[src/source/arcade_pkg.sv]
`default_nettype none

package arcade_pkg;

	// ==================================================
	// Sound port and sound state
	// ==================================================
	localparam int PORT_W  = 6;
	localparam int SOUND_W = 2 * PORT_W;

	// Port 0 in bits 5..0, port 1 in bits 11..6
	typedef logic [SOUND_W-1:0] sound_state_t;

	// ==================================================
	// Audio
	// ==================================================
	localparam int SAMPLE_W = 8;

	typedef logic [SAMPLE_W-1:0] sample_t;

	// Level added by one voice while its square wave is high
	localparam int unsigned VOICE_AMP = 40;

	localparam int HALF_W = 16;

	// Half period in clk_sys cycles, one entry per voice index
	localparam logic [HALF_W-1:0] HALF_PERIOD [SOUND_W] = '{
		16'd37,  16'd53,  16'd71,  16'd89,
		16'd113, 16'd131, 16'd157, 16'd181,
		16'd211, 16'd241, 16'd263, 16'd293
	};

	// ==================================================
	// Video
	// ==================================================
	localparam int LINE_W = 9;

endpackage

`default_nettype wire

[src/source/control_merge.sv]
`timescale 1ns/1ns
`default_nettype none

module control_merge #(
	parameter int unsigned COIN_PULSE = 16
) (
	input  logic       clk_sys,
	input  logic       rst_n,
	input  logic [7:0] kbjoy,
	input  logic [7:0] joy0,
	input  logic [7:0] joy1,
	input  logic       upright,
	output logic       move_left,
	output logic       move_right,
	output logic       fire,
	output logic       start1,
	output logic       start2,
	output logic       coin
);

	localparam int CNT_W = $clog2(COIN_PULSE + 1);

	logic             left_c;
	logic             right_c;
	logic             coin_key_d;
	logic             coin_edge;
	logic [CNT_W-1:0] coin_cnt;

	// Stick directions swap with cabinet orientation
	assign left_c = upright ? (kbjoy[5] | joy0[2] | joy1[2])
	                        : (kbjoy[6] | joy0[1] | joy1[1]);
	assign right_c = upright ? (kbjoy[4] | joy0[3] | joy1[3])
	                         : (kbjoy[7] | joy0[0] | joy1[0]);

	assign coin_edge = kbjoy[3] && !coin_key_d;

	always_ff @(posedge clk_sys) begin
		if (!rst_n) begin
			move_left  <= 1'b0;
			move_right <= 1'b0;
			fire       <= 1'b0;
			start1     <= 1'b0;
			start2     <= 1'b0;
			coin_key_d <= 1'b0;
			coin       <= 1'b0;
			coin_cnt   <= '0;
		end else begin
			move_left  <= left_c;
			move_right <= right_c;
			fire       <= kbjoy[0] | joy0[4] | joy1[4];
			start1     <= kbjoy[1];
			start2     <= kbjoy[2];
			coin_key_d <= kbjoy[3];

			// One-shot, retrigger blocked until the pulse ends
			if (coin) begin
				if (coin_cnt == '0)
					coin <= 1'b0;
				else
					coin_cnt <= coin_cnt - 1'b1;
			end else if (coin_edge) begin
				coin     <= 1'b1;
				coin_cnt <= CNT_W'(COIN_PULSE - 1);
			end
		end
	end

	a_coin_len: assert property (@(posedge clk_sys) disable iff (!rst_n)
		coin [*COIN_PULSE] |=> !coin);

endmodule

`default_nettype wire

[src/source/sound_latch.sv]
`timescale 1ns/1ns
`default_nettype none

module sound_latch (
	input  logic                          clk_sys,
	input  logic                          rst_n,
	input  logic                          snd_req,
	input  logic                          snd_port,
	input  logic [arcade_pkg::PORT_W-1:0] snd_data,
	output logic                          snd_ack,
	output arcade_pkg::sound_state_t      sound_state
);

	import arcade_pkg::*;

	logic take;
	logic release_ack;

	// New request seen while idle
	assign take = snd_req && !snd_ack;

	// Requester has dropped req so the handshake closes
	assign release_ack = !snd_req && snd_ack;

	always_ff @(posedge clk_sys) begin
		if (!rst_n) begin
			snd_ack     <= 1'b0;
			sound_state <= '0;
		end else begin
			if (take) begin
				snd_ack <= 1'b1;
				if (snd_port)
					sound_state[SOUND_W-1:PORT_W] <= snd_data;
				else
					sound_state[PORT_W-1:0] <= snd_data;
			end else if (release_ack) begin
				snd_ack <= 1'b0;
			end
		end
	end

	// ==================================================
	// Handshake checks
	// ==================================================

	// ack only rises in answer to req
	a_ack_needs_req: assert property (@(posedge clk_sys) disable iff (!rst_n)
		!snd_req && !snd_ack |=> !snd_ack);

endmodule

`default_nettype wire

[src/source/tone_voice.sv]
`timescale 1ns/1ns
`default_nettype none

module tone_voice #(
	parameter logic [arcade_pkg::HALF_W-1:0] HALF_PERIOD_CYCLES = 16'd37
) (
	input  logic clk_sys,
	input  logic rst_n,
	input  logic enable,
	output logic tone
);

	import arcade_pkg::*;

	logic [HALF_W-1:0] phase_cnt;
	logic              wrap;

	assign wrap = (phase_cnt == HALF_PERIOD_CYCLES - 1'b1);

	always_ff @(posedge clk_sys) begin
		if (!rst_n) begin
			phase_cnt <= '0;
			tone      <= 1'b0;
		end else if (!enable) begin
			// Voice off restarts from phase zero
			phase_cnt <= '0;
			tone      <= 1'b0;
		end else if (wrap) begin
			phase_cnt <= '0;
			tone      <= ~tone;
		end else begin
			phase_cnt <= phase_cnt + 1'b1;
		end
	end

	a_cnt_range: assert property (@(posedge clk_sys) disable iff (!rst_n)
		phase_cnt < HALF_PERIOD_CYCLES);

endmodule

`default_nettype wire

[src/source/voice_mixer.sv]
`timescale 1ns/1ns
`default_nettype none

module voice_mixer #(
	parameter int NUM_VOICES = 8
) (
	input  logic                  clk_sys,
	input  logic                  rst_n,
	input  logic [NUM_VOICES-1:0] tones,
	output arcade_pkg::sample_t   audio_sample
);

	import arcade_pkg::*;

	localparam int MAX_SUM = NUM_VOICES * VOICE_AMP;
	localparam int SUM_W   = ($clog2(MAX_SUM + 1) > SAMPLE_W) ? $clog2(MAX_SUM + 1)
	                                                          : SAMPLE_W + 1;

	logic [SUM_W-1:0] sum;
	logic             over;

	always_comb begin
		sum = '0;
		for (int i = 0; i < NUM_VOICES; i++) begin
			if (tones[i])
				sum = sum + SUM_W'(VOICE_AMP);
		end
	end

	// Clip anything past full scale
	assign over = (sum > SUM_W'({SAMPLE_W{1'b1}}));

	always_ff @(posedge clk_sys) begin
		if (!rst_n)
			audio_sample <= '0;
		else if (over)
			audio_sample <= '1;
		else
			audio_sample <= sum[SAMPLE_W-1:0];
	end

endmodule

`default_nettype wire

[src/source/sigma_delta_dac.sv]
`timescale 1ns/1ns
`default_nettype none

module sigma_delta_dac (
	input  logic                clk_sys,
	input  logic                rst_n,
	input  arcade_pkg::sample_t sample,
	output logic                audio_bit
);

	import arcade_pkg::*;

	// Low bits hold the running error, top bit is the carry out
	logic [SAMPLE_W:0] acc;

	always_ff @(posedge clk_sys) begin
		if (!rst_n)
			acc <= '0;
		else
			acc <= {1'b0, acc[SAMPLE_W-1:0]} + {1'b0, sample};
	end

	// Carry of the last add, so L ones per 256 cycles for a steady L
	assign audio_bit = acc[SAMPLE_W];

endmodule

`default_nettype wire

[src/source/overlay_colorizer.sv]
`timescale 1ns/1ns
`default_nettype none

module overlay_colorizer #(
	parameter int unsigned RED_END     = 32,
	parameter int unsigned GREEN_START = 184
) (
	input  logic clk_sys,
	input  logic rst_n,
	input  logic video,
	input  logic hs_in,
	input  logic vs_in,
	output logic r,
	output logic g,
	output logic b,
	output logic hs,
	output logic vs
);

	import arcade_pkg::*;

	logic [LINE_W-1:0] line_cnt;
	logic              hs_rise;
	logic              red_band;
	logic              green_band;

	// hs is hs_in one cycle late, which is all the edge detect needs
	assign hs_rise = hs_in && !hs;

	assign red_band   = (line_cnt < LINE_W'(RED_END));
	assign green_band = (line_cnt >= LINE_W'(GREEN_START));

	// ==================================================
	// Raster line counter
	// ==================================================
	always_ff @(posedge clk_sys) begin
		if (!rst_n)
			line_cnt <= '0;
		else if (vs_in)
			line_cnt <= '0;
		else if (hs_rise)
			line_cnt <= line_cnt + 1'b1;
	end

	// ==================================================
	// Overlay colour and sync delay
	// ==================================================
	always_ff @(posedge clk_sys) begin
		if (!rst_n) begin
			r  <= 1'b0;
			g  <= 1'b0;
			b  <= 1'b0;
			hs <= 1'b0;
			vs <= 1'b0;
		end else begin
			// Red strip on top, green strip at the bottom, white in between
			r  <= video && !green_band;
			g  <= video && !red_band;
			b  <= video && !red_band && !green_band;
			hs <= hs_in;
			vs <= vs_in;
		end
	end

endmodule

`default_nettype wire

[src/source/arcade_board.sv]
`timescale 1ns/1ns
`default_nettype none

module arcade_board #(
	parameter int          NUM_VOICES  = 8,
	parameter int unsigned COIN_PULSE  = 16,
	parameter int unsigned RED_END     = 32,
	parameter int unsigned GREEN_START = 184
) (
	input  logic                          clk_sys,
	input  logic                          rst_n,
	input  logic [7:0]                    kbjoy,
	input  logic [7:0]                    joy0,
	input  logic [7:0]                    joy1,
	input  logic                          upright,
	input  logic                          snd_req,
	input  logic                          snd_port,
	input  logic [arcade_pkg::PORT_W-1:0] snd_data,
	output logic                          snd_ack,
	input  logic                          video,
	input  logic                          hs_in,
	input  logic                          vs_in,
	output logic                          move_left,
	output logic                          move_right,
	output logic                          fire,
	output logic                          start1,
	output logic                          start2,
	output logic                          coin,
	output arcade_pkg::sample_t           audio_sample,
	output logic                          audio_bit,
	output logic                          r,
	output logic                          g,
	output logic                          b,
	output logic                          hs,
	output logic                          vs
);

	import arcade_pkg::*;

	sound_state_t          sound_state;
	logic [NUM_VOICES-1:0] tones;

	if (NUM_VOICES < 1 || NUM_VOICES > SOUND_W) begin : g_bad_voices
		$error("NUM_VOICES out of range");
	end

	// ==================================================
	// Controls
	// ==================================================
	control_merge #(.COIN_PULSE(COIN_PULSE)) control_merge (
		.clk_sys(clk_sys), .rst_n(rst_n),
		.kbjoy(kbjoy), .joy0(joy0), .joy1(joy1), .upright(upright),
		.move_left(move_left), .move_right(move_right), .fire(fire),
		.start1(start1), .start2(start2), .coin(coin)
	);

	// ==================================================
	// Sound
	// ==================================================
	sound_latch sound_latch (
		.clk_sys(clk_sys), .rst_n(rst_n),
		.snd_req(snd_req), .snd_port(snd_port), .snd_data(snd_data),
		.snd_ack(snd_ack), .sound_state(sound_state)
	);

	// One voice per sound state bit, pitch from its index
	for (genvar i = 0; i < NUM_VOICES; i++) begin : g_voice
		tone_voice #(.HALF_PERIOD_CYCLES(HALF_PERIOD[i])) voice (
			.clk_sys(clk_sys), .rst_n(rst_n),
			.enable(sound_state[i]), .tone(tones[i])
		);
	end

	voice_mixer #(.NUM_VOICES(NUM_VOICES)) voice_mixer (
		.clk_sys(clk_sys), .rst_n(rst_n),
		.tones(tones), .audio_sample(audio_sample)
	);

	sigma_delta_dac dac (
		.clk_sys(clk_sys), .rst_n(rst_n),
		.sample(audio_sample), .audio_bit(audio_bit)
	);

	// ==================================================
	// Video
	// ==================================================
	overlay_colorizer #(.RED_END(RED_END), .GREEN_START(GREEN_START)) overlay_colorizer (
		.clk_sys(clk_sys), .rst_n(rst_n),
		.video(video), .hs_in(hs_in), .vs_in(vs_in),
		.r(r), .g(g), .b(b), .hs(hs), .vs(vs)
	);

endmodule

`default_nettype wire

[config.mk]
export PLATFORM = sky130hd
export DESIGN_NAME = arcade_board
export DESIGN_NICKNAME = d
export VERILOG_FILES = /design/src/source/arcade_pkg.sv /design/src/source/control_merge.sv /design/src/source/sound_latch.sv /design/src/source/tone_voice.sv /design/src/source/voice_mixer.sv /design/src/source/sigma_delta_dac.sv /design/src/source/overlay_colorizer.sv /design/src/source/arcade_board.sv
export SDC_FILE = /design/constraint.sdc
export NUM_CORES = 1
export LEC_CHECK = 0
export BUFFER_PORTS_ARGS = -buffer_cell sky130_fd_sc_hd__buf_4
export CAP_MARGIN = 40
export CORE_MARGIN = 4
export CORE_UTILIZATION = 65
export CTS_CLUSTER_SIZE = 25
export DETAILED_ROUTE_END_ITERATION = 6
export PLACE_DENSITY = 0.92
export SETUP_SLACK_MARGIN = 0.15
export SYNTH_ARGS = -nofsm -noshare
export SYNTH_HDL_FRONTEND = slang
export SYNTH_SLANG_ARGS = --single-unit
[constraint.sdc]
create_clock -name clk_sys -period 10.2 [get_ports clk_sys]
set_input_delay 0.51 -clock clk_sys [delete_from_list [all_inputs] [get_ports clk_sys]]
set_output_delay 0.51 -clock clk_sys [all_outputs]
set_load 0.01 [all_outputs]
==> flow_metrics.tcl <==
set metrics [dict create \
    place.gp.congestion 0.8335 \
    grt_usage_pct 21.79 \
    fin_crit_ps 4631 \
    setup_tns_ps 0 \
    maxSlewViolCount 0 \
    outcome "finished clean" \
    cts_tree "yes" \
    layout_commonest_cell "dfxtp_1" \
    initial_core_util_pct 66.55 \
    end_kind "flip-flop" \
    tightest_slew_ps 794.5 \
    worstPathArrival_ps 4920 \
    period_share_pct 45.40 \
    cts.reportedPaths.clkPinSlew_ps 70 \
    area_delta_synth_final_pct 12.42 \
    pin_count 59 \
    dp_hpwl_um 11560 \
    syn_area_mm2 0.008848 \
    skew_ps 6.603 \
    ys_warn_count 0 \
    grtUsageMet2_pct 37.69 \
    final_cells 1263 \
    clock-sinks 186 \
    layout-drive-gt1-share_pct 9.384 \
    num_vias 7115 \
    async_reset_ff_share_pct 0 \
    antenna_found_initial 0 \
    maxSlewHeadroom_pct 46.92 \
    ir_drop_mv 0.1489 \
    design_area_mm2 0.009947 \
    grt_overflow 0 \
    crit_type "flip-flop to flip-flop" \
    synth_area_per_cell_um2 8.616 \
    holdCritPathClass "input port to flip-flop" \
    fmax_mhz 215.9 \
    critical_path.max_fanout 8 \
    cts_setup_buffers 0 \
    dp.cells 1231 \
    placed_cell_area_mm2 0.009382 \
    grt_pass1_wl_um 29190 \
    clock_latency_ps 430 \
    power.density_mw_per_mm2 143.0 \
    grt_max_degree 28 \
    worst_slack_ps 5569 \
    rsz0062_at_grt "no" \
    synthesis.nets 1104 \
    setup_viol 0 \
    synth_edf_count 0 \
    diodes 0 \
    die_w_um 124.7 \
    cap_violations 0 \
    ant_nets 0 \
    ys.flop_type "dfxtp_1" \
    drt_iter0_markers 369 \
    globalRouteMet1Util_pct 26.68 \
    cts_hold_buf 0 \
    die-area_mm2 0.01554 \
    cts_buffers 17 \
    cts.path.max_buffers 2 \
    cts-resized-gates 0 \
    fp-row-count 42 \
    via_per_inst 5.633 \
    ys_types 62 \
    required_ps 10490 \
    port_buffers 52 \
    fin_util_pct 74.82 \
    die_y_um 124.7 \
    drt_pass1_iterations 5 \
    grt.busiest_layer "met2" \
    drc_errors 0 \
    finalHoldViolCount 0 \
    wire_per_inst_um 13.31 \
    power_leakage_nw 3.652 \
    coreArea_mm2 0.01330 \
    final_nets 1151 \
    layout_common_cells "dfxtp_1, nor2_1, nand2_1, xor2_1, xnor2_1" \
    htreeDepth 4 \
    synth_seq_cells 186 \
    syn-instance-count 1027 \
    grt_pass1_vias 6787 \
    clock-root-buffer "clkbuf_16" \
    worstSetupStartpointType "flip-flop" \
    met3_usage_pct 4.760 \
    yosysSeqAreaShare_pct 42.08 \
    dp_worst_setup_slack_ps 5652 \
    totalWireLength_um 16820 \
]
[logic make-up (layout without fill, tap and decap cells)]
logic type | after synthesis | after routing | synth area share [%]
AND/OR/NAND/NOR | 475 | 475 | 26.26
AO/OA/AOI/OAI | 119 | 119 | 8.385
multiplexers | 10 | 10 | 1.174
buffers and inverters | 73 | 133 | 3.224
adder cells (fa/ha/maj) | 39 | 39 | 5.600
XOR/XNOR | 125 | 125 | 13.28
flip-flops | 186 | 186 | 42.08
[cells in the mapped netlist, types with 21 or more instances]
| library cell | instances | area (um2) |
|---|---|---|
| ha_1 | 38 | 475.5 |
| inv_1 | 48 | 180.2 |
| nand3_1 | 47 | 235.2 |
| o21ai_0 | 32 | 160.2 |
| and3_1 | 40 | 250.2 |
| nor3_1 | 21 | 105.1 |
| nand2_1 | 87 | 326.6 |
| nor2_1 | 158 | 593.1 |
| dfxtp_1 | 186 | 3724 |
| nand4_1 | 21 | 131.4 |
| or3_1 | 26 | 162.7 |
| a21oi_1 | 47 | 235.2 |
| xnor2_1 | 54 | 473.0 |
| xor2_1 | 64 | 560.5 |
[cell type report]
class / count / area, um2
Timing Repair Buffer: 53 / 417.9
Clock buffer: 18 / 429.2
Sequential cell: 186 / 3724
Tap cell: 176 / 220.2
Inverter: 48 / 180.2
Fill cell: 886 / 3348
Multi-Input combinational cell: 768 / 4840
Clock inverter: 14 / 136.4
[power breakdown]
part / total, W / leakage (nW) / internal [W] / switching [W]
Combinational: 0.0000496 / 1.88 / 0.0000229 / 0.0000267
Sequential: 0.000741 / 1.50 / 0.000734 / 0.00000667
Clock: 0.000632 / 0.268 / 0.000342 / 0.000290
[state kept, by name, indices dropped and copies added, names as in the netlist, 5 cells and up]
signal / count
overlay_colorizer.line_cnt: 9
dac.acc: 9
g_voice.voice.tone: 8
voice_mixer.audio_sample: 6
control_merge.coin_cnt: 5
sound_latch.sound_state: 8
g_voice.voice.phase_cnt: 128
[final timing paths]
path | cells past startpoint | start | to | slack [ps]
max | 19 | g_voice[0].voice.tone$_SDFFE_PN0P_ | voice_mixer.audio_sample[4]$_SDFF_PN0_ | 5570
max reg2reg | 19 | g_voice[0].voice.tone$_SDFFE_PN0P_ | voice_mixer.audio_sample[4]$_SDFF_PN0_ | 5570
min reg2reg | 1 | g_voice[0].voice.phase_cnt[0]$_SDFF_PP0_ | g_voice[0].voice.phase_cnt[0]$_SDFF_PP0_ | 480
min | 2 | kbjoy[1] | control_merge.start1$_SDFF_PN0_ | 290
[per-stage QoR]
stage / hold slack, ps / total power [W]
after floorplan: 429.7 / 0.0007832
after global placement: 444.6 / 0.0008024
after detailed placement: 465.0 / 0.0008060
after CTS: 273.9 / 0.001433
after global routing: 281.7 / 0.001469
final: 286.9 / 0.001423
[worst max-delay path: stages, from the launching register on]
cell,delay (ps)
dfxtp_1,400
inv_1,90
ha_1,410
xnor2_2,260
inv_1,180
xnor2_1,160
mux2_2,270
ha_1,300
nand2_1,110
nand2_1,70
ha_1,290
nor2b_1,200
a21oi_1,70
ha_1,230
nand2b_1,160
xnor2_1,260
o21ai_0,240
or2_1,320
a2111oi_0,380
a211oi_1,90
[routing by layer]
layer,part of all wire (%),up-vias,routed length [um]
li1,-,3608,-
met1,45,3342,7492
met2,50,126,8375
met3,3.7,39,615
met4,2.0,0,331
met5,0,-,0
Power figures use the tool's default switching activity.
